## config.mk

```make
export PLATFORM = sky130hd
export DESIGN_NAME = awg_player_flat
export DESIGN_NICKNAME = d
export VERILOG_FILES = /design/src/verilog/tx_pkg.sv /design/src/verilog/cfg_if.sv /design/src/verilog/awg_player.sv /design/src/flat_wrapper.sv
export SDC_FILE = /design/constraint.sdc
export NUM_CORES = 2
export LEC_CHECK = 0
export BUFFER_PORTS_ARGS = -buffer_cell sky130_fd_sc_hd__buf_2
export CAP_MARGIN = 10
export CORE_UTILIZATION = 54
export DETAILED_ROUTE_END_ITERATION = 7
export GPL_TIMING_DRIVEN = 0
export PLACE_DENSITY_LB_ADDON = 0.3
export SETUP_SLACK_MARGIN = 0.3
export SYNTH_ARGS = -nofsm -noshare
export SYNTH_HDL_FRONTEND = slang
export SYNTH_SLANG_ARGS = --single-unit
```

## constraint.sdc

```tcl
create_clock -name dac_clk_i -period 2.9 [get_ports dac_clk_i]
set_input_delay 0.145 -clock dac_clk_i [delete_from_list [all_inputs] [get_ports dac_clk_i]]
set_output_delay 0.145 -clock dac_clk_i [all_outputs]
set_load 0.02 [all_outputs]
```

## src/verilog/tx_pkg.sv

```systemverilog
////////////////////////////////////////////////////////////////////////////
// Transmit chain package
// Sizes, AXI4-Lite register map and sample/frame types
////////////////////////////////////////////////////////////////////////////
`default_nettype none

package tx_pkg;

  localparam int CHANNELS = 2;
  localparam int PARALLEL_SAMPLES = 2;
  localparam int SAMPLE_WIDTH = 16;
  localparam int SOURCES = 4;
  localparam int PHASE_BITS = 32;
  localparam int AWG_DEPTH = 32;
  localparam int SCALE_WIDTH = 18;
  localparam int SCALE_FRAC_BITS = 16;
  localparam int AXIL_ADDR_WIDTH = 12;
  localparam int AXIL_DATA_WIDTH = 32;

  // Derived widths
  localparam int AWG_ADDR_WIDTH = $clog2(AWG_DEPTH);
  localparam int SEL_WIDTH = $clog2(SOURCES);
  localparam int CHAN_WIDTH = $clog2(CHANNELS);
  localparam int PRODUCT_WIDTH = SAMPLE_WIDTH + SCALE_WIDTH;

  //////////////////////////////////////////////////////////////////////////
  // Register map, byte offsets
  //////////////////////////////////////////////////////////////////////////
  localparam logic [AXIL_ADDR_WIDTH-1:0] REG_CTRL     = 'h000;
  localparam logic [AXIL_ADDR_WIDTH-1:0] REG_TRI_INC0 = 'h004;
  localparam logic [AXIL_ADDR_WIDTH-1:0] REG_TRI_INC1 = 'h008;
  localparam logic [AXIL_ADDR_WIDTH-1:0] REG_MUX_SEL  = 'h00C;
  localparam logic [AXIL_ADDR_WIDTH-1:0] REG_SCALE0   = 'h010;
  localparam logic [AXIL_ADDR_WIDTH-1:0] REG_SCALE1   = 'h014;
  localparam logic [AXIL_ADDR_WIDTH-1:0] REG_OFFSET0  = 'h018;
  localparam logic [AXIL_ADDR_WIDTH-1:0] REG_OFFSET1  = 'h01C;
  localparam logic [AXIL_ADDR_WIDTH-1:0] REG_AWG_LEN0 = 'h020;
  localparam logic [AXIL_ADDR_WIDTH-1:0] REG_AWG_LEN1 = 'h024;
  // Channel 0 words at 0x100, channel 1 at 0x180
  localparam logic [AXIL_ADDR_WIDTH-1:0] AWG_BASE     = 'h100;

  typedef logic signed [SAMPLE_WIDTH-1:0] sample_t;
  typedef logic signed [SCALE_WIDTH-1:0] scale_t;
  // Sample 0 is the earliest, in the low half
  typedef sample_t [PARALLEL_SAMPLES-1:0] frame_t;

  localparam scale_t SCALE_ONE = scale_t'(1) <<< SCALE_FRAC_BITS;
  localparam sample_t SAMPLE_MAX = {1'b0, {(SAMPLE_WIDTH-1){1'b1}}};
  localparam sample_t SAMPLE_MIN = {1'b1, {(SAMPLE_WIDTH-1){1'b0}}};

endpackage

`default_nettype wire

```

## src/verilog/cfg_if.sv

```systemverilog
////////////////////////////////////////////////////////////////////////////
// Configuration bundle from the register block to the datapath
////////////////////////////////////////////////////////////////////////////
`timescale 1ns/10ps
`default_nettype none

interface cfg_if;
  logic awg_en;
  logic tri_en;
  logic [tx_pkg::CHANNELS-1:0][tx_pkg::PHASE_BITS-1:0] tri_inc;
  logic [tx_pkg::CHANNELS-1:0][tx_pkg::SEL_WIDTH-1:0] mux_sel;
  tx_pkg::scale_t [tx_pkg::CHANNELS-1:0] scale;
  tx_pkg::sample_t [tx_pkg::CHANNELS-1:0] offset;
  logic [tx_pkg::CHANNELS-1:0][tx_pkg::AWG_ADDR_WIDTH-1:0] awg_len;

  // AWG memory write port, one-cycle strobe
  logic mem_we;
  logic [tx_pkg::CHAN_WIDTH-1:0] mem_chan;
  logic [tx_pkg::AWG_ADDR_WIDTH-1:0] mem_addr;
  tx_pkg::frame_t mem_wdata;

  modport master (output awg_en, tri_en, tri_inc, mux_sel, scale, offset, awg_len,
                  mem_we, mem_chan, mem_addr, mem_wdata);
  modport slave (input awg_en, tri_en, tri_inc, mux_sel, scale, offset, awg_len,
                 mem_we, mem_chan, mem_addr, mem_wdata);
endinterface

`default_nettype wire

```

## src/verilog/awg_player.sv

```systemverilog
////////////////////////////////////////////////////////////////////////////
// Arbitrary waveform player
// Loops each channel memory from word 0 to its programmed last word
////////////////////////////////////////////////////////////////////////////
`timescale 1ns/10ps
`default_nettype none

module awg_player (
  input  wire                                   dac_clk_i,
  input  wire                                   rst_i,
  cfg_if.slave                                  cfg,
  output tx_pkg::frame_t [tx_pkg::CHANNELS-1:0] awg_frame_o,
  output logic [tx_pkg::CHANNELS-1:0]           awg_valid_o
);

  tx_pkg::frame_t mem [tx_pkg::CHANNELS][tx_pkg::AWG_DEPTH];
  logic [tx_pkg::CHANNELS-1:0][tx_pkg::AWG_ADDR_WIDTH-1:0] word_addr;

  // Write port and registered read
  always_ff @(posedge dac_clk_i) begin
    if (cfg.mem_we) begin
      mem[cfg.mem_chan][cfg.mem_addr] <= cfg.mem_wdata;
    end
    for (int c = 0; c < tx_pkg::CHANNELS; c++) begin
      awg_frame_o[c] <= mem[c][word_addr[c]];
    end
  end

  // Address held at zero while disabled
  always_ff @(posedge dac_clk_i) begin
    if (rst_i) begin
      word_addr   <= '0;
      awg_valid_o <= '0;
    end else begin
      for (int c = 0; c < tx_pkg::CHANNELS; c++) begin
        awg_valid_o[c] <= cfg.awg_en;
        if (!cfg.awg_en || word_addr[c] == cfg.awg_len[c]) begin
          word_addr[c] <= '0;
        end else begin
          word_addr[c] <= word_addr[c] + 1'b1;
        end
      end
    end
  end

endmodule

`default_nettype wire

```

## src/flat_wrapper.sv

```systemverilog
// flat-port wrapper written by rule: the top's interface ports become plain ports
module awg_player_flat 
  (dac_clk_i, rst_i, awg_frame_o, awg_valid_o, cfg_awg_en, cfg_tri_en, cfg_tri_inc, cfg_mux_sel, cfg_scale, cfg_offset, cfg_awg_len, cfg_mem_we, cfg_mem_chan, cfg_mem_addr, cfg_mem_wdata);
  cfg_if cfg_i ();
  input  wire dac_clk_i;
  input  wire rst_i;
  output tx_pkg::frame_t [tx_pkg::CHANNELS-1:0] awg_frame_o;
  output logic [tx_pkg::CHANNELS-1:0] awg_valid_o;
  input wire logic [$bits(cfg_i.awg_en)-1:0] cfg_awg_en;
  input wire logic [$bits(cfg_i.tri_en)-1:0] cfg_tri_en;
  input wire logic [$bits(cfg_i.tri_inc)-1:0] cfg_tri_inc;
  input wire logic [$bits(cfg_i.mux_sel)-1:0] cfg_mux_sel;
  input wire logic [$bits(cfg_i.scale)-1:0] cfg_scale;
  input wire logic [$bits(cfg_i.offset)-1:0] cfg_offset;
  input wire logic [$bits(cfg_i.awg_len)-1:0] cfg_awg_len;
  input wire logic [$bits(cfg_i.mem_we)-1:0] cfg_mem_we;
  input wire logic [$bits(cfg_i.mem_chan)-1:0] cfg_mem_chan;
  input wire logic [$bits(cfg_i.mem_addr)-1:0] cfg_mem_addr;
  input wire logic [$bits(cfg_i.mem_wdata)-1:0] cfg_mem_wdata;
  assign cfg_i.awg_en = cfg_awg_en;
  assign cfg_i.tri_en = cfg_tri_en;
  assign cfg_i.tri_inc = cfg_tri_inc;
  assign cfg_i.mux_sel = cfg_mux_sel;
  assign cfg_i.scale = cfg_scale;
  assign cfg_i.offset = cfg_offset;
  assign cfg_i.awg_len = cfg_awg_len;
  assign cfg_i.mem_we = cfg_mem_we;
  assign cfg_i.mem_chan = cfg_mem_chan;
  assign cfg_i.mem_addr = cfg_mem_addr;
  assign cfg_i.mem_wdata = cfg_mem_wdata;
  awg_player u_core (.dac_clk_i(dac_clk_i), .rst_i(rst_i), .cfg(cfg_i), .awg_frame_o(awg_frame_o), .awg_valid_o(awg_valid_o));
endmodule
```

==> metrics.md <==
| Metric | Value |
|---|---|
| Largest net degree at the start of global routing | `between 60 and 70` |
| Yosys top cell area share | `0.778` |
| Worst slew margin | `0.0981` |
| Antenna Nets Post-Route | `0` |
| Crit path time final | `between 2 and 3 ns` |
| GRT Util Overall | `0.263` |
| Hold WS | `between 0.07 and 0.08 ns` |
| RePlAce Congestion | `a little over 0.8` |
| Final HPWL DP | `123 mm` |
| Crit path kind | `flop to flop` |
| Die Height | `a little under 400 um` |
| Wire per inst | `approximately 32 um` |
| Die area | `148000 um2` |
| Setup ws final | `around 0.26 ns` |
| Max-cap violation count | `0` |
| Number of flops mapped to enable cells by yosys | `approximately 2000` |
| Initial DRT Pass Iterations | `5` |
| Final Util | `0.629` |
| Warning count from the yosys run | `0` |
| CP endpoint kind | `flop` |
| I/O Pins | `between 200 and 300` |
| Kind of path behind the tightest hold check | `input port to flop` |
| DR vias | `approximately 39000` |
| Drt via density | `~6.4` |
| Cell Count Post-Placement | `between 5000 and 6000` |
| Fillers | `between 9000 and 10000` |
| Number of buffers created by CTS | `between 150 and 200` |
| Slew @ Worst Pin | `1.35 ns` |
| Unique cell type count in the Yosys netlist | `36` |
| Die X-Extent | `about 380 um` |
| Core ar. | `between 100000 and 150000 um2` |
| CTS sink count | `about 2100` |
| Most common cell after layout, fill and taps aside | `edfxtp_1` |
| Synth top area cells | `edfxtp_1 (78%), mux4_2 (12%), mux2i_1 (2.5%)` |
| Initial antenna violation count | `12` |
| Post-synthesis net count | `3685` |
| Crit path required time | `around 3.6 ns` |
| Number of synthesized register bits | `between 2000 and 2500` |
| H-tree Lvls | `4` |
| First-pass GRT wire length | `approximately 270 mm` |
| 1st-iter DRT viols | `4692` |
| Worst-path fanout max | `10` |
| CTS tree | `yes` |
| Area grow syn2layout | `15.8%` |
| Std-Cell Rows | `140` |
| Outcome | `finished clean` |
| Yosys top cell by area | `edfxtp_1` |
| Total power | `62.4 mW` |
| Syn avg cell area | `approximately 23 um2` |
| Cells after Synth | `3494` |
| Layout Cells excl Fill | `approximately 6000` |
| Max clock buf depth | `3` |
| Period utilization | `0.912` |
| # setup viols final | `0` |
| Max VDD drop | `between 600 and 700 uV` |
| Crit path DAT | `about 3.3 ns` |
| Vias in the first global route | `about 39000` |
| Total gr overflow | `0` |
| Layout cells sized above 1 | `0.282` |
| CP startpoint kind | `flop` |
| Leak pwr | `about 28 nW` |
| Fin. Hold Viols | `0` |
| Clock Pin Slew Worst Setup and Hold Paths | `roughly 0.060 ns` |
| Place WS | `-0.246 ns` |
| IO Port Bufs | `roughly 110` |
| Final net count | `about 4100` |
| DRC | `0` |
| Pwr per Cell Area | `682 nW/um2` |
| Most frequent cells in the layout | `edfxtp_1 (2048), mux4_2 (415), clkbuf_16 (200)` |
| Final clock skew | `0.0391 ns` |
| Ys flop type | `edfxtp_1` |
| Slew Limit Fails | `0` |
| Starting density of the core | `0.543` |
| WL final | `~190 mm` |
| Root buffer cell | `clkbuf_16` |
| RSZ-0062 raised after global routing | `true` |
| F_max | `between 300 and 400 MHz` |
| Syn Std Cell Area | `roughly 79000 um2` |
| Skew-Pair Late Insertion Delay | `0.84 ns` |
| Sequential share of the synthesized area | `0.797` |
| Fraction of registers with async set/reset | `0` |
## critical path, cell delays in order (launching register included)
cell and delay, ns:
dfxtp_1 0.40, buf_2 0.31, nor2_2 0.45, clkbuf_1 0.53
a22oi_1 0.28, a22oi_2 0.50
## repair_timing
action / in CTS / in global routing
setup buffers: 0 / 0
hold buffers: 15 / 14
setup endpoints to repair: 46 / 50
hold endpoints to repair: 11 / 407
gates resized for setup: 50 / 54
## cell families (layout without fill, tap and decap cells)
group	Yosys count	count (layout)	share of synthesized area
flip-flops	2123	2123	0.797
multiplexers	609	609	0.143
AO/OA/AOI/OAI	387	387	0.0332
buffers and inverters	205	801	0.0158
AND/OR/NAND/NOR	152	152	0.00935
XOR/XNOR	16	16	0.00177
adder cells (fa/ha/maj)	2	2	0.000316
other	0	3	0
## power breakdown
group	switching (mW)	total, mW	leakage [nW]	internal, mW
clock network	11.4	26.2	3.22	14.8
logic	1.47	2.27	5.84	0.806
registers	0.0690	33.9	19.1	33.9
## metal layers
metal / wire length [um] / up-vias / track usage / share of wire
li1: - / 15785 / - / -
met1: 73200 / 20478 / 0.351 / 0.38
met2: 97800 / 2048 / 0.434 / 0.50
met3: 17500 / 339 / 0.0568 / 0.090
met4: 5610 / 16 / 0.0861 / 0.029
met5: 98 / - / 0 / 0.00050
## path summary, 6_finish.rpt
kind                                   from                             end  slack [ns]  cells after the start
max          u_core.word_addr[8]$_SDFF_PP0_  u_core.awg_frame_o[44]$_DFF_P_        0.26                      5
min reg2reg  u_core.word_addr[5]$_SDFF_PP0_  u_core.word_addr[6]$_SDFF_PP0_        0.71                      3
max reg2reg  u_core.word_addr[8]$_SDFF_PP0_  u_core.awg_frame_o[44]$_DFF_P_        0.26                      5
min                              cfg_awg_en  u_core.word_addr[4]$_SDFF_PP0_        0.07                      4
## sequential cells by signal (all words and copies together) (netlist names)
register and count:
u_core.mem 2048, u_core.awg_frame_o 64, u_core.word_addr 10, u_core.awg_valid_o 1
## cell type report
class	count	area (um2)	area share
Antenna cell	3	7.51	0.0000820
Buffer	203	1310	0.0143
Clock buffer	268	5450	0.0595
Clock inverter	106	1170	0.0128
Inverter	2	7.51	0.0000820
Multi-Input combinational cell	1166	15600	0.170
Sequential cell	2123	63000	0.688
Tap cell	1917	2400	0.0262
Timing Repair Buffer	222	2660	0.0291
## cell usage after synthesis (all sizes together) (2+ instances only)
| master | n |
|---|---|
| or3 | 2 |
| buf | 112 |
| nor4 | 32 |
| mux2i | 194 |
| mux4 | 415 |
| edfxtp | 2048 |
| a211oi | 32 |
| a221oi | 32 |
| inv | 2 |
| o22ai | 160 |
| nand2 | 6 |
| or3b | 3 |
| xor2 | 8 |
| o31ai | 2 |
| xnor2 | 8 |
| nor2b | 7 |
| nand3b | 8 |
| ha | 2 |
| nand3 | 13 |
| clkbuf | 91 |
| o21ai | 32 |
| o221ai | 32 |
| dfxtp | 75 |
| nor2 | 79 |
| a22oi | 63 |
| a21oi | 32 |
## metrics by stage
step / TNS [ns] / cell area (um2)
2_1_floorplan: 0 / 79100
3_3_place_gp: -2351.38 / 82100
3_5_place_dp: -0.945 / 84000
4_1_cts: 0 / 91000
5_1_grt: 0 / 91600
6_report: 0 / 91600
(Power assumes the default switching activity.)
