`config.mk`:
```
export PLATFORM = sky130hd
export DESIGN_NAME = tri_gen_flat
export DESIGN_NICKNAME = d
export VERILOG_FILES = /design/src/verilog/tx_pkg.sv /design/src/verilog/cfg_if.sv /design/src/verilog/tri_gen.sv /design/src/flat_wrapper.sv
export SDC_FILE = /design/constraint.sdc
export NUM_CORES = 1
export LEC_CHECK = 0
export ABC_AREA = 1
export BUFFER_PORTS_ARGS = -buffer_cell sky130_fd_sc_hd__buf_4
export CAP_MARGIN = 25
export CELL_PAD_IN_SITES_DETAIL_PLACEMENT = 0
export CELL_PAD_IN_SITES_GLOBAL_PLACEMENT = 2
export CORE_MARGIN = 2
export CORE_UTILIZATION = 26
export CTS_CLUSTER_DIAMETER = 100
export DETAILED_ROUTE_END_ITERATION = 12
export GPL_ROUTABILITY_DRIVEN = 0
export GPL_TIMING_DRIVEN = 0
export HOLD_SLACK_MARGIN = 0.03
export PLACE_DENSITY_LB_ADDON = 0.1
export SKIP_CTS_REPAIR_TIMING = 1
export SLEW_MARGIN = 20
export SYNTH_ARGS = -nofsm -noshare
export SYNTH_HDL_FRONTEND = slang
export SYNTH_SLANG_ARGS = --single-unit
```
`constraint.sdc`:
```
create_clock -name dac_clk_i -period 2 [get_ports dac_clk_i]
set_input_delay 0.4 -clock dac_clk_i [delete_from_list [all_inputs] [get_ports dac_clk_i]]
set_output_delay 0.4 -clock dac_clk_i [all_outputs]
set_load 0.03 [all_outputs]
```
`src/verilog/tx_pkg.sv`:
```
////////////////////////////////////////////////////////////////////////////
// Transmit chain package
// Sizes, AXI4-Lite register map and sample/frame types
////////////////////////////////////////////////////////////////////////////
`default_nettype none

package tx_pkg;

  localparam int CHANNELS = 2;
  localparam int PARALLEL_SAMPLES = 2;
  localparam int SAMPLE_WIDTH = 16;
  localparam int SOURCES = 4;
  localparam int PHASE_BITS = 32;
  localparam int AWG_DEPTH = 32;
  localparam int SCALE_WIDTH = 18;
  localparam int SCALE_FRAC_BITS = 16;
  localparam int AXIL_ADDR_WIDTH = 12;
  localparam int AXIL_DATA_WIDTH = 32;

  // Derived widths
  localparam int AWG_ADDR_WIDTH = $clog2(AWG_DEPTH);
  localparam int SEL_WIDTH = $clog2(SOURCES);
  localparam int CHAN_WIDTH = $clog2(CHANNELS);
  localparam int PRODUCT_WIDTH = SAMPLE_WIDTH + SCALE_WIDTH;

  //////////////////////////////////////////////////////////////////////////
  // Register map, byte offsets
  //////////////////////////////////////////////////////////////////////////
  localparam logic [AXIL_ADDR_WIDTH-1:0] REG_CTRL     = 'h000;
  localparam logic [AXIL_ADDR_WIDTH-1:0] REG_TRI_INC0 = 'h004;
  localparam logic [AXIL_ADDR_WIDTH-1:0] REG_TRI_INC1 = 'h008;
  localparam logic [AXIL_ADDR_WIDTH-1:0] REG_MUX_SEL  = 'h00C;
  localparam logic [AXIL_ADDR_WIDTH-1:0] REG_SCALE0   = 'h010;
  localparam logic [AXIL_ADDR_WIDTH-1:0] REG_SCALE1   = 'h014;
  localparam logic [AXIL_ADDR_WIDTH-1:0] REG_OFFSET0  = 'h018;
  localparam logic [AXIL_ADDR_WIDTH-1:0] REG_OFFSET1  = 'h01C;
  localparam logic [AXIL_ADDR_WIDTH-1:0] REG_AWG_LEN0 = 'h020;
  localparam logic [AXIL_ADDR_WIDTH-1:0] REG_AWG_LEN1 = 'h024;
  // Channel 0 words at 0x100, channel 1 at 0x180
  localparam logic [AXIL_ADDR_WIDTH-1:0] AWG_BASE     = 'h100;

  typedef logic signed [SAMPLE_WIDTH-1:0] sample_t;
  typedef logic signed [SCALE_WIDTH-1:0] scale_t;
  // Sample 0 is the earliest, in the low half
  typedef sample_t [PARALLEL_SAMPLES-1:0] frame_t;

  localparam scale_t SCALE_ONE = scale_t'(1) <<< SCALE_FRAC_BITS;
  localparam sample_t SAMPLE_MAX = {1'b0, {(SAMPLE_WIDTH-1){1'b1}}};
  localparam sample_t SAMPLE_MIN = {1'b1, {(SAMPLE_WIDTH-1){1'b0}}};

endpackage

`default_nettype wire

```
`src/verilog/cfg_if.sv`:
```
////////////////////////////////////////////////////////////////////////////
// Configuration bundle from the register block to the datapath
////////////////////////////////////////////////////////////////////////////
`timescale 1ns/10ps
`default_nettype none

interface cfg_if;
  logic awg_en;
  logic tri_en;
  logic [tx_pkg::CHANNELS-1:0][tx_pkg::PHASE_BITS-1:0] tri_inc;
  logic [tx_pkg::CHANNELS-1:0][tx_pkg::SEL_WIDTH-1:0] mux_sel;
  tx_pkg::scale_t [tx_pkg::CHANNELS-1:0] scale;
  tx_pkg::sample_t [tx_pkg::CHANNELS-1:0] offset;
  logic [tx_pkg::CHANNELS-1:0][tx_pkg::AWG_ADDR_WIDTH-1:0] awg_len;

  // AWG memory write port, one-cycle strobe
  logic mem_we;
  logic [tx_pkg::CHAN_WIDTH-1:0] mem_chan;
  logic [tx_pkg::AWG_ADDR_WIDTH-1:0] mem_addr;
  tx_pkg::frame_t mem_wdata;

  modport master (output awg_en, tri_en, tri_inc, mux_sel, scale, offset, awg_len,
                  mem_we, mem_chan, mem_addr, mem_wdata);
  modport slave (input awg_en, tri_en, tri_inc, mux_sel, scale, offset, awg_len,
                 mem_we, mem_chan, mem_addr, mem_wdata);
endinterface

`default_nettype wire

```
`src/verilog/tri_gen.sv`:
```
////////////////////////////////////////////////////////////////////////////
// Triangle generator, one phase accumulator per channel
////////////////////////////////////////////////////////////////////////////
`timescale 1ns/10ps
`default_nettype none

module tri_gen (
  input  wire                                   dac_clk_i,
  input  wire                                   rst_i,
  cfg_if.slave                                  cfg,
  output tx_pkg::frame_t [tx_pkg::CHANNELS-1:0] tri_frame_o,
  output logic [tx_pkg::CHANNELS-1:0]           tri_valid_o
);

  logic [tx_pkg::CHANNELS-1:0][tx_pkg::PHASE_BITS-1:0] phase;

  // Fold the upper half of the phase, then offset to two's complement
  function automatic tx_pkg::sample_t tri_sample(input logic [tx_pkg::PHASE_BITS-1:0] ph);
    logic [tx_pkg::SAMPLE_WIDTH-1:0] mag;
    mag = ph[tx_pkg::PHASE_BITS-2 -: tx_pkg::SAMPLE_WIDTH];
    if (ph[tx_pkg::PHASE_BITS-1]) mag = ~mag;
    return {~mag[tx_pkg::SAMPLE_WIDTH-1], mag[tx_pkg::SAMPLE_WIDTH-2:0]};
  endfunction

  always_ff @(posedge dac_clk_i) begin
    for (int c = 0; c < tx_pkg::CHANNELS; c++) begin
      for (int k = 0; k < tx_pkg::PARALLEL_SAMPLES; k++) begin
        tri_frame_o[c][k] <= tri_sample(phase[c] + tx_pkg::PHASE_BITS'(k) * cfg.tri_inc[c]);
      end
    end
  end

  // One frame of phase per cycle
  always_ff @(posedge dac_clk_i) begin
    if (rst_i) begin
      phase       <= '0;
      tri_valid_o <= '0;
    end else begin
      for (int c = 0; c < tx_pkg::CHANNELS; c++) begin
        tri_valid_o[c] <= cfg.tri_en;
        if (cfg.tri_en) begin
          phase[c] <= phase[c] +
                      tx_pkg::PHASE_BITS'(tx_pkg::PARALLEL_SAMPLES) * cfg.tri_inc[c];
        end else begin
          phase[c] <= '0;
        end
      end
    end
  end

endmodule

`default_nettype wire

```
`src/flat_wrapper.sv`:
```
// flat-port wrapper written by rule: the top's interface ports become plain ports
module tri_gen_flat 
  (dac_clk_i, rst_i, tri_frame_o, tri_valid_o, cfg_awg_en, cfg_tri_en, cfg_tri_inc, cfg_mux_sel, cfg_scale, cfg_offset, cfg_awg_len, cfg_mem_we, cfg_mem_chan, cfg_mem_addr, cfg_mem_wdata);
  cfg_if cfg_i ();
  input  wire dac_clk_i;
  input  wire rst_i;
  output tx_pkg::frame_t [tx_pkg::CHANNELS-1:0] tri_frame_o;
  output logic [tx_pkg::CHANNELS-1:0] tri_valid_o;
  input wire logic [$bits(cfg_i.awg_en)-1:0] cfg_awg_en;
  input wire logic [$bits(cfg_i.tri_en)-1:0] cfg_tri_en;
  input wire logic [$bits(cfg_i.tri_inc)-1:0] cfg_tri_inc;
  input wire logic [$bits(cfg_i.mux_sel)-1:0] cfg_mux_sel;
  input wire logic [$bits(cfg_i.scale)-1:0] cfg_scale;
  input wire logic [$bits(cfg_i.offset)-1:0] cfg_offset;
  input wire logic [$bits(cfg_i.awg_len)-1:0] cfg_awg_len;
  input wire logic [$bits(cfg_i.mem_we)-1:0] cfg_mem_we;
  input wire logic [$bits(cfg_i.mem_chan)-1:0] cfg_mem_chan;
  input wire logic [$bits(cfg_i.mem_addr)-1:0] cfg_mem_addr;
  input wire logic [$bits(cfg_i.mem_wdata)-1:0] cfg_mem_wdata;
  assign cfg_i.awg_en = cfg_awg_en;
  assign cfg_i.tri_en = cfg_tri_en;
  assign cfg_i.tri_inc = cfg_tri_inc;
  assign cfg_i.mux_sel = cfg_mux_sel;
  assign cfg_i.scale = cfg_scale;
  assign cfg_i.offset = cfg_offset;
  assign cfg_i.awg_len = cfg_awg_len;
  assign cfg_i.mem_we = cfg_mem_we;
  assign cfg_i.mem_chan = cfg_mem_chan;
  assign cfg_i.mem_addr = cfg_mem_addr;
  assign cfg_i.mem_wdata = cfg_mem_wdata;
  tri_gen u_core (.dac_clk_i(dac_clk_i), .rst_i(rst_i), .cfg(cfg_i), .tri_frame_o(tri_frame_o), .tri_valid_o(tri_valid_o));
endmodule
```
==> qor.csv <==
stage,metric,value,unit
critical_path,largest fanout on the critical path,8,
job,max cap viols,0,
clock_tree,root buffer cell,clkbuf_16,
finish,layout cells sized above 1,0.251,
critical_path,Top Family by Delay on Critical Path,simple AND/OR/NAND/NOR gates,
sta,final slew viol count,0,
global_routing,total congestion overflow,0,
pwr,pwr dens,726,nW/um^2
critical_path,"Largest stage delay, worst path",420,ps
synthesis,#FFs+latches synth,127,
sta,Worst Skew,14.5,ps
synthesis,area share of the largest cell type after synthesis,0.236,
sta,setup_tns,0,ps
critical_path,Worst Setup End Kind,flip-flop,
clock_tree,# H-tree levels,4,
global_routing,GRT Overall Usage,0.199,
global_routing,vias in the first global route,11700,
floorplan,Core Region,44400,um^2
floorplan,Die Width,217,um
critical_path,Worst path slowest cell,dfxtp_2,
sta,slew margin rel.,0.484,
placement,port bufs,132,
clock_tree,CTS tree,built,
sta,crit path time final,1950,ps
global_routing,first-pass GRT wire length,69.5,mm
sta,worst-margin pin slew,774,ps
hold_path,HP Class,input port to flip-flop,
critical_path,CP Cell Sequence,"ha_4, inv_1, o21bai_1, nand3_1, nand3_4, a21oi_4, nand2_2, nand2_2, nand2_4, clkbuf_16, nand2_1, nand2_1",
global_routing,initial antenna violation count,0,
global_routing,largest net degree at the start of global routing,17,
placement,estimated wirelength of the detail-placed design,40.1,mm
sta,final hold violation count,0,
floorplan,# rows,77,
route,post-route ant nets,0,
floorplan,die area,47000,um^2
synthesis,synthesized instance count,2026,
synthesis,synth top area cells,"nand2_1 24%, dfxtp_1 22%, ha_1 13%",
floorplan,Initial Utilization,0.265,
synthesis,synth warn,0,
route,drt first-iter violations,672,
route,routed via count,12600,
critical_path,worst path bufs/invs,2,
synthesis,post-synthesis sequential area ratio,0.216,
clock_tree,clock slew seen by the registers of the worst setup and hold paths,60,ps
outcome,outcome,"finished, final reports clean",
clock_tree,Num CTS Buffers,17,
finish,Layout Nets,2513,
route,final wirelength,47.1,mm
critical_path,Critical Path Start Type,flip-flop,
clock_tree,clk sinks,127,
critical_path,Worst EP arrival,2330,ps
finish,Ant. Diodes,0,
finish,Area Overhead vs Synth,36.8,%
critical_path,Worst Path Required,2390,ps
sta,Tcrit/Tclk final,0.973,
pwr,Leakage,8.30,nW
route,Remaining DRCs,0,
placement,placed cells,2752,
synthesis,syn_nets,2335,
route,Wirelength per Cell,16.8,um
sta,Setup-failing EPs final,0,
sta,RSZ-0062 raised after global routing,yes,
synthesis,Synth cell types,37,
route,post-DR vias/cell,4.50,
floorplan,io pins,255,
route,DRT Pass-1 Iters,5,
clock_tree,clk_lat worst skew,490,ps
synthesis,"Avg Cell Area, Syn",5.81,um^2
synthesis,Yosys top cell by area,nand2_1,
finish,FILL cells,4899,
critical_path,critical path type,flip-flop to flip-flop,
sta,fmax,514,MHz
clock_tree,clk buf depth,2,
pwr,Peak VDD IR,0.527,mV
synthesis,mapped cell area,11800,um^2
finish,Finished Layout Cells,2809,
floorplan,DIE HEIGHT,217,um
kinds of logic (layout without fill, tap and decap cells):
| group | count (synthesis) | in the layout | share of synthesized area |
|---|---|---|---|
| simple gates | 1145 | 1145 | 0.400 |
| buf+inv | 352 | 543 | 0.118 |
| compound gates | 245 | 245 | 0.110 |
| flops | 127 | 127 | 0.216 |
| fa+ha+maj | 120 | 120 | 0.129 |
| xor+xnor | 37 | 37 | 0.0275 |
Yosys cell counts (all sizes together):
cell    number
a21boi       2
a21o        10
a21oi      143
and2        13
and3         4
buf         10
clkbuf       5
dfxtp      127
fa           2
ha         118
inv        337
nand2      760
nand3       94
nand3b      13
nand4       16
nor2       211
nor3        31
nor4         1
o211ai       3
o21a         1
o21ai       78
o21bai       8
or2          2
xnor2        7
xor2        30
worst min-delay path, stage by stage:
cell and delay [ps]:
buf_4 90, ha_4 110, inv_1 30, nor2_1 80
state kept, by name, summed over array words and instances (netlist names):
signal	count
u_core.tri_valid_o	1
u_core.phase	62
u_core.tri_frame_o	64
area by class of cell:
class,instances,area [um^2],area share
multi-input cells,1547,9440,0.587
flip-flops and latches,127,2670,0.166
inverters,337,1260,0.0786
repair buffers,159,1220,0.0757
well taps,592,741,0.0460
clock buffers,18,439,0.0273
clock inverters,14,205,0.0127
plain buffers,15,120,0.00746
per-stage QoR:
stage | setup slack [ps] | utilization | hold slack [ps] | power, W | area, um^2
global placement | -695 | 0.304 | 486 | 0.00748 | 13500
finish | 53.4 | 0.362 | 253 | 0.0117 | 16100
global route | -59.8 | 0.362 | 249 | 0.0125 | 16100
floorplan | 72.6 | - | 454 | 0.00594 | 11800
detailed placement | -514 | 0.305 | 488 | 0.00748 | 13500
CTS | -320 | 0.319 | 212 | 0.0111 | 14200
layer usage:
metal  vias up  share of wire  GRT usage
met3        34          0.039     0.0386
met5         -              0          0
met4         0          0.015     0.0537
met1      5691           0.55      0.308
met2       211           0.40      0.276
li1       6705              -          -
layout by cell type, fill, tap and decap left out, drive strengths merged, types with 16 or more instances in the layout:
cell type  netlist  layout
inv            337     342
o21ai           78      78
clkbuf           5      24
dfxtp          127     127
ha             118     118
nor2           211     211
buf             10     168
a21oi          143     143
nor3            31      31
nand2          760     760
xor2            30      30
nand3           94      94
nand4           16      16
power breakdown:
part	total, W	switching (W)	leakage [nW]	internal [W]
Sequential	0.00318	0.000250	1.08	0.00293
Combinational	0.00494	0.00310	6.92	0.00184
Clock	0.00357	0.00144	0.302	0.00214
Total	0.0117	0.00479	8.30	0.00691
path summary, 6_finish.rpt:
kind | start | to | slack, ps | depth (start not counted)
setup / recovery | u_core.phase[60]$_SDFF_PP0_ | u_core.tri_frame_o[55]$_DFF_P_ | 50 | 12
hold / removal | cfg_tri_inc[0] | u_core.phase[1]$_SDFF_PP0_ | 250 | 4
setup reg to reg | u_core.phase[60]$_SDFF_PP0_ | u_core.tri_frame_o[55]$_DFF_P_ | 50 | 12
hold reg to reg | u_core.phase[25]$_SDFF_PP0_ | u_core.tri_frame_o[10]$_DFF_P_ | 470 | 1
(Power assumes the default switching activity.)
