<file path="src/verilog/tx_pkg.sv">
////////////////////////////////////////////////////////////////////////////
// Transmit chain package
// Sizes, AXI4-Lite register map and sample/frame types
////////////////////////////////////////////////////////////////////////////
`default_nettype none

package tx_pkg;

  localparam int CHANNELS = 2;
  localparam int PARALLEL_SAMPLES = 2;
  localparam int SAMPLE_WIDTH = 16;
  localparam int SOURCES = 4;
  localparam int PHASE_BITS = 32;
  localparam int AWG_DEPTH = 32;
  localparam int SCALE_WIDTH = 18;
  localparam int SCALE_FRAC_BITS = 16;
  localparam int AXIL_ADDR_WIDTH = 12;
  localparam int AXIL_DATA_WIDTH = 32;

  // Derived widths
  localparam int AWG_ADDR_WIDTH = $clog2(AWG_DEPTH);
  localparam int SEL_WIDTH = $clog2(SOURCES);
  localparam int CHAN_WIDTH = $clog2(CHANNELS);
  localparam int PRODUCT_WIDTH = SAMPLE_WIDTH + SCALE_WIDTH;

  //////////////////////////////////////////////////////////////////////////
  // Register map, byte offsets
  //////////////////////////////////////////////////////////////////////////
  localparam logic [AXIL_ADDR_WIDTH-1:0] REG_CTRL     = 'h000;
  localparam logic [AXIL_ADDR_WIDTH-1:0] REG_TRI_INC0 = 'h004;
  localparam logic [AXIL_ADDR_WIDTH-1:0] REG_TRI_INC1 = 'h008;
  localparam logic [AXIL_ADDR_WIDTH-1:0] REG_MUX_SEL  = 'h00C;
  localparam logic [AXIL_ADDR_WIDTH-1:0] REG_SCALE0   = 'h010;
  localparam logic [AXIL_ADDR_WIDTH-1:0] REG_SCALE1   = 'h014;
  localparam logic [AXIL_ADDR_WIDTH-1:0] REG_OFFSET0  = 'h018;
  localparam logic [AXIL_ADDR_WIDTH-1:0] REG_OFFSET1  = 'h01C;
  localparam logic [AXIL_ADDR_WIDTH-1:0] REG_AWG_LEN0 = 'h020;
  localparam logic [AXIL_ADDR_WIDTH-1:0] REG_AWG_LEN1 = 'h024;
  // Channel 0 words at 0x100, channel 1 at 0x180
  localparam logic [AXIL_ADDR_WIDTH-1:0] AWG_BASE     = 'h100;

  typedef logic signed [SAMPLE_WIDTH-1:0] sample_t;
  typedef logic signed [SCALE_WIDTH-1:0] scale_t;
  // Sample 0 is the earliest, in the low half
  typedef sample_t [PARALLEL_SAMPLES-1:0] frame_t;

  localparam scale_t SCALE_ONE = scale_t'(1) <<< SCALE_FRAC_BITS;
  localparam sample_t SAMPLE_MAX = {1'b0, {(SAMPLE_WIDTH-1){1'b1}}};
  localparam sample_t SAMPLE_MIN = {1'b1, {(SAMPLE_WIDTH-1){1'b0}}};

endpackage

`default_nettype wire

</file>
<file path="src/verilog/cfg_if.sv">
////////////////////////////////////////////////////////////////////////////
// Configuration bundle from the register block to the datapath
////////////////////////////////////////////////////////////////////////////
`timescale 1ns/10ps
`default_nettype none

interface cfg_if;
  logic awg_en;
  logic tri_en;
  logic [tx_pkg::CHANNELS-1:0][tx_pkg::PHASE_BITS-1:0] tri_inc;
  logic [tx_pkg::CHANNELS-1:0][tx_pkg::SEL_WIDTH-1:0] mux_sel;
  tx_pkg::scale_t [tx_pkg::CHANNELS-1:0] scale;
  tx_pkg::sample_t [tx_pkg::CHANNELS-1:0] offset;
  logic [tx_pkg::CHANNELS-1:0][tx_pkg::AWG_ADDR_WIDTH-1:0] awg_len;

  // AWG memory write port, one-cycle strobe
  logic mem_we;
  logic [tx_pkg::CHAN_WIDTH-1:0] mem_chan;
  logic [tx_pkg::AWG_ADDR_WIDTH-1:0] mem_addr;
  tx_pkg::frame_t mem_wdata;

  modport master (output awg_en, tri_en, tri_inc, mux_sel, scale, offset, awg_len,
                  mem_we, mem_chan, mem_addr, mem_wdata);
  modport slave (input awg_en, tri_en, tri_inc, mux_sel, scale, offset, awg_len,
                 mem_we, mem_chan, mem_addr, mem_wdata);
endinterface

`default_nettype wire

</file>
<file path="src/verilog/dac_prescaler.sv">
////////////////////////////////////////////////////////////////////////////
// DAC prescaler
// Signed scale and offset with saturation, two pipeline stages
////////////////////////////////////////////////////////////////////////////
`timescale 1ns/10ps
`default_nettype none

module dac_prescaler (
  input  wire                                   dac_clk_i,
  input  wire                                   rst_i,
  cfg_if.slave                                  cfg,
  input  wire tx_pkg::frame_t [tx_pkg::CHANNELS-1:0] pre_frame_i,
  input  wire [tx_pkg::CHANNELS-1:0]            pre_valid_i,
  output tx_pkg::frame_t [tx_pkg::CHANNELS-1:0] dac_frame_o,
  output logic [tx_pkg::CHANNELS-1:0]           dac_valid_o
);

  logic signed [tx_pkg::PRODUCT_WIDTH-1:0] product [tx_pkg::CHANNELS][tx_pkg::PARALLEL_SAMPLES];
  logic [tx_pkg::CHANNELS-1:0] product_valid;

  // Floor shift, offset, clip to the sample range
  function automatic tx_pkg::sample_t offset_sat(
    input logic signed [tx_pkg::PRODUCT_WIDTH-1:0] p,
    input tx_pkg::sample_t ofs
  );
    logic signed [tx_pkg::PRODUCT_WIDTH-1:0] sum;
    sum = (p >>> tx_pkg::SCALE_FRAC_BITS) + ofs;
    if (sum > tx_pkg::SAMPLE_MAX) return tx_pkg::SAMPLE_MAX;
    if (sum < tx_pkg::SAMPLE_MIN) return tx_pkg::SAMPLE_MIN;
    return sum[tx_pkg::SAMPLE_WIDTH-1:0];
  endfunction

  always_ff @(posedge dac_clk_i) begin
    for (int c = 0; c < tx_pkg::CHANNELS; c++) begin
      for (int k = 0; k < tx_pkg::PARALLEL_SAMPLES; k++) begin
        product[c][k]     <= pre_frame_i[c][k] * cfg.scale[c];
        dac_frame_o[c][k] <= offset_sat(product[c][k], cfg.offset[c]);
      end
    end
  end

  always_ff @(posedge dac_clk_i) begin
    if (rst_i) begin
      product_valid <= '0;
      dac_valid_o   <= '0;
    end else begin
      product_valid <= pre_valid_i;
      dac_valid_o   <= product_valid;
    end
  end

endmodule

`default_nettype wire

</file>
<file path="src/flat_wrapper.sv">
// flat-port wrapper written by rule: the top's interface ports become plain ports
module dac_prescaler_flat 
  (dac_clk_i, rst_i, pre_frame_i, pre_valid_i, dac_frame_o, dac_valid_o, cfg_awg_en, cfg_tri_en, cfg_tri_inc, cfg_mux_sel, cfg_scale, cfg_offset, cfg_awg_len, cfg_mem_we, cfg_mem_chan, cfg_mem_addr, cfg_mem_wdata);
  cfg_if cfg_i ();
  input  wire dac_clk_i;
  input  wire rst_i;
  input  wire tx_pkg::frame_t [tx_pkg::CHANNELS-1:0] pre_frame_i;
  input  wire [tx_pkg::CHANNELS-1:0] pre_valid_i;
  output tx_pkg::frame_t [tx_pkg::CHANNELS-1:0] dac_frame_o;
  output logic [tx_pkg::CHANNELS-1:0] dac_valid_o;
  input wire logic [$bits(cfg_i.awg_en)-1:0] cfg_awg_en;
  input wire logic [$bits(cfg_i.tri_en)-1:0] cfg_tri_en;
  input wire logic [$bits(cfg_i.tri_inc)-1:0] cfg_tri_inc;
  input wire logic [$bits(cfg_i.mux_sel)-1:0] cfg_mux_sel;
  input wire logic [$bits(cfg_i.scale)-1:0] cfg_scale;
  input wire logic [$bits(cfg_i.offset)-1:0] cfg_offset;
  input wire logic [$bits(cfg_i.awg_len)-1:0] cfg_awg_len;
  input wire logic [$bits(cfg_i.mem_we)-1:0] cfg_mem_we;
  input wire logic [$bits(cfg_i.mem_chan)-1:0] cfg_mem_chan;
  input wire logic [$bits(cfg_i.mem_addr)-1:0] cfg_mem_addr;
  input wire logic [$bits(cfg_i.mem_wdata)-1:0] cfg_mem_wdata;
  assign cfg_i.awg_en = cfg_awg_en;
  assign cfg_i.tri_en = cfg_tri_en;
  assign cfg_i.tri_inc = cfg_tri_inc;
  assign cfg_i.mux_sel = cfg_mux_sel;
  assign cfg_i.scale = cfg_scale;
  assign cfg_i.offset = cfg_offset;
  assign cfg_i.awg_len = cfg_awg_len;
  assign cfg_i.mem_we = cfg_mem_we;
  assign cfg_i.mem_chan = cfg_mem_chan;
  assign cfg_i.mem_addr = cfg_mem_addr;
  assign cfg_i.mem_wdata = cfg_mem_wdata;
  dac_prescaler u_core (.dac_clk_i(dac_clk_i), .rst_i(rst_i), .cfg(cfg_i), .pre_frame_i(pre_frame_i), .pre_valid_i(pre_valid_i), .dac_frame_o(dac_frame_o), .dac_valid_o(dac_valid_o));
endmodule
</file>
<file path="config.mk">
export PLATFORM = sky130hd
export DESIGN_NAME = dac_prescaler_flat
export DESIGN_NICKNAME = d
export VERILOG_FILES = /design/src/verilog/tx_pkg.sv /design/src/verilog/cfg_if.sv /design/src/verilog/dac_prescaler.sv /design/src/flat_wrapper.sv
export SDC_FILE = /design/constraint.sdc
export NUM_CORES = 2
export LEC_CHECK = 0
export ABC_AREA = 0
export ABC_CLOCK_PERIOD_IN_PS = 14000
export BUFFER_PORTS_ARGS = -buffer_cell sky130_fd_sc_hd__buf_2
export CELL_PAD_IN_SITES_DETAIL_PLACEMENT = 1
export CELL_PAD_IN_SITES_GLOBAL_PLACEMENT = 2
export CORE_ASPECT_RATIO = 1.5
export CORE_UTILIZATION = 44
export CTS_CLUSTER_SIZE = 40
export DETAILED_ROUTE_END_ITERATION = 10
export PLACE_DENSITY_LB_ADDON = 0.1
export SKIP_CTS_REPAIR_TIMING = 1
export SLEW_MARGIN = 20
export SYNTH_ARGS = -nofsm -noshare
export SYNTH_HDL_FRONTEND = slang
export SYNTH_SLANG_ARGS = --single-unit
</file>
<file path="constraint.sdc">
create_clock -name dac_clk_i -period 14 [get_ports dac_clk_i]
set_clock_uncertainty 0.2 [all_clocks]
set_input_delay 0 -clock dac_clk_i [delete_from_list [all_inputs] [get_ports dac_clk_i]]
set_output_delay 0 -clock dac_clk_i [all_outputs]
set_load 0.005 [all_outputs]
</file>
==> metrics.md <==
| Metric | Value |
|---|---|
| Outcome | complete, but fails checks |
| Failing checks | hold timing |
| Period Utilization, post-route | 0.527 |
| Vias in the first global route | 39700 |
| Most frequent cell after synthesis | inv_1 |
| Fin crit period | about 7.4 ns |
| Max-capacitance violation count | 0 |
| Clock Sink Count | 140 |
| Slew margin rel. | 0.283 |
| Pre-CTS setup slack | ~6 ns |
| Detail-routed via count per cell | 5.13 |
| Starting Density | 0.446 |
| Core ar. | roughly 0.11 mm^2 |
| Count of cell types in the netlist | 73 |
| Seq/Total Area, Yosys | 0.0585 |
| WL per Instance | approximately 20 um |
| Final GP Congestion | 0.815 |
| Post-synth EDFFs | 0 |
| HPWL after DPL | 109000 um |
| DR vias | 34300 |
| Cells after synthesis | ~5200 |
| Worst slew pin tran | ~1.1 ns |
| Number of fill cells | 12600 |
| Commonest cells post-synth | inv_1, fa_1, nand2_1 |
| Initial antenna violation count | 8 |
| WS Path Type | in -> reg |
| Top cell type by total area after synthesis | fa_1 |
| # rows | roughly 150 |
| Multi-input gate area | 0.0394 mm^2 |
| Warnings from Yosys | 0 |
| CP max FO | 32 |
| Total GRT Usage | 0.254 |
| Clk root buf | clkbuf_16 |
| Antenna Nets Post-Route | 0 |
| Worst-path clk slew | 0.07 ns |
| Drt pass-1 iters | 5 |
| # diodes | 0 |
| Htree depth | 4 |
| Synth top area cells | fa_1, ha_1, inv_1, and2_1, dfxtp_1 |
| Hold Slack | -0.0465 ns |
| Full die area | 0.110 mm^2 |
| CP Launch Type | input port |
| Post-synthesis instance area | ~0.048 mm^2 |
| Slew Limit Fails | 0 |
| GRT overflow | 0 |
| FF/Latch Area | 0.00280 mm^2 |
| Clk Latency, worst-skew pair | 0.49 ns |
| Min-Delay Path Class | in -> reg |
| Largest net degree at the start of global routing | 33 |
| IO Pins | 321 |
| Sum Neg Setup Slack | 0 ns |
| CTS tree | done |
| Total routed wirelength | about 130000 um |
| Yosys top cell area share | 0.484 |
| Crit end category | flip-flop |
| Avg Cell Area, Syn | between 9 and 10 um^2 |
| Fraction of registers with async set or reset after synthesis | 0 |
| Initial DRC count | 981 |
| CTS Buf Count | 17 |
| Critical Path RT | 14.22 ns |
| Vert. Die Dim | a little over 400 um |
| DRC Markers | 0 |
| NumNets Final | 7076 |
| Synthesis-to-layout area growth | 6.22% |
| RSZ-0062 raised after global routing | no |
| CP arrival | ~7.6 ns |
| First-pass GRT wire length | between 200000 and 250000 um |
| Final setup margin | 6.62 ns |
| Synthesis-stage register bit count | 140 |
| Max frequency | around 140 MHz |
| Number of port buffers | 201 |
| Count of final setup violators | 0 |
| Syn nets | 7022 |
| Share of cells above drive strength 1 | 0.0501 |
| Die Wd | 272 um |
| Clock tree buffer depth | 2 |
| Final hold violation count | 6 |
| Top FF cell, synth | dfxtp_1 |
[per-layer routing]
layer | share of wire | up-vias | track usage
li1 | - | 15400 | -
met1 | 0.35 | 18400 | 0.257
met2 | 0.60 | 364 | 0.534
met3 | 0.014 | 170 | 0.0130
met4 | 0.036 | 12 | 0.0885
met5 | 0.00057 | - | 0
[critical path, cell delays in order]
cell and delay [ns]:
buf_2 0.67, nand2_1 0.20, fa_1 0.58, inv_1 0.06, fa_1 0.50, inv_1 0.05
fa_1 0.56, inv_1 0.06, fa_1 0.38, fa_1 0.53, inv_1 0.06, fa_1 0.55
inv_1 0.06, ha_1 0.28, a222oi_1 0.36, nand2_1 0.09, a31oi_1 0.34, o211ai_1 0.34
nand3_1 0.23, o2bb2ai_1 0.23, o41ai_1 0.69, or4b_2 0.64, o211ai_1 0.11
[sequential cells by signal (all words and copies together) (netlist names)]
| register | cells |
|---|---|
| u_core.dac_frame_o | 64 |
| u_core.dac_valid_o | 2 |
| u_core.product | 72 |
| u_core.product_valid | 2 |
[layout make-up]
| type | count | share of cell area |
|---|---|---|
| Clock buffer | 18 | 0.00862 |
| Clock inverter | 14 | 0.00334 |
| Inverter | 1308 | 0.0964 |
| Multi-Input combinational cell | 3548 | 0.775 |
| Sequential cell | 140 | 0.0550 |
| Tap cell | 1415 | 0.0348 |
| Timing Repair Buffer | 242 | 0.0273 |
[through the flow]
step	hold WS [ns]	util	cell area, um^2	cells
finish	-0.0465	0.473	50900	6685
global route	0.00339	0.473	50900	6685
CTS	-0.534	0.470	50600	6655
detailed placement	0.00887	0.465	50000	6623
global placement	0.00631	0.465	50000	6623
floorplan	-0.128	-	47900	5203
[final timing paths]
| check | startpoint | endpoint | slack, ns | depth (start not counted) |
|---|---|---|---|---|
| min reg2reg | u_core.product_valid[1] | u_core.dac_valid_o[1] | 0.24 | 1 |
| min | cfg_offset[29] | u_core.dac_frame_o[45] | -0.05 | 4 |
| max reg2reg | u_core.product[0][16] | u_core.dac_frame_o[24] | 10.03 | 11 |
| max | cfg_scale[25] | u_core.product[1][61] | 6.62 | 23 |
[cells by family after synthesis]
group / count (synthesis) / synth area share
AND/OR/NAND/NOR: 1420 / 0.147
multiplexers: 5 / 0.00107
flip-flops: 140 / 0.0585
adder cells (fa/ha/maj): 1564 / 0.590
XOR/XNOR: 149 / 0.0272
AO/OA/AOI/OAI: 410 / 0.0575
buffers and inverters: 1515 / 0.119
[cell usage in the layout, fill, tap and decap left out, drive strengths merged, types with 5 or more instances in the layout]
cell,synthesis,routed
inv,1308,1309
xor2,45,45
dfxtp,140,140
clkinv,0,6
a2111oi,7,7
o211ai,10,10
o21bai,15,15
and3,11,11
xnor2,104,104
nor2,125,125
or2,7,7
nor4,8,8
nor3,21,21
a31oi,16,16
dlygate4sd3,0,30
a21o,59,59
o31ai,10,10
a211oi,22,22
nand2b,32,32
nor2b,28,28
and2,529,529
or3,7,7
o21a,30,30
o21ai,86,86
nand2,601,601
o31a,7,7
ha,404,404
buf,7,212
a211o,7,7
and4,5,5
clkbuf,200,18
nand3,24,24
a21oi,93,93
nand4,12,12
fa,1160,1160
Power is not shown: default switching activity piles up to over one toggle a cycle in this logic, so the estimate is an artifact.
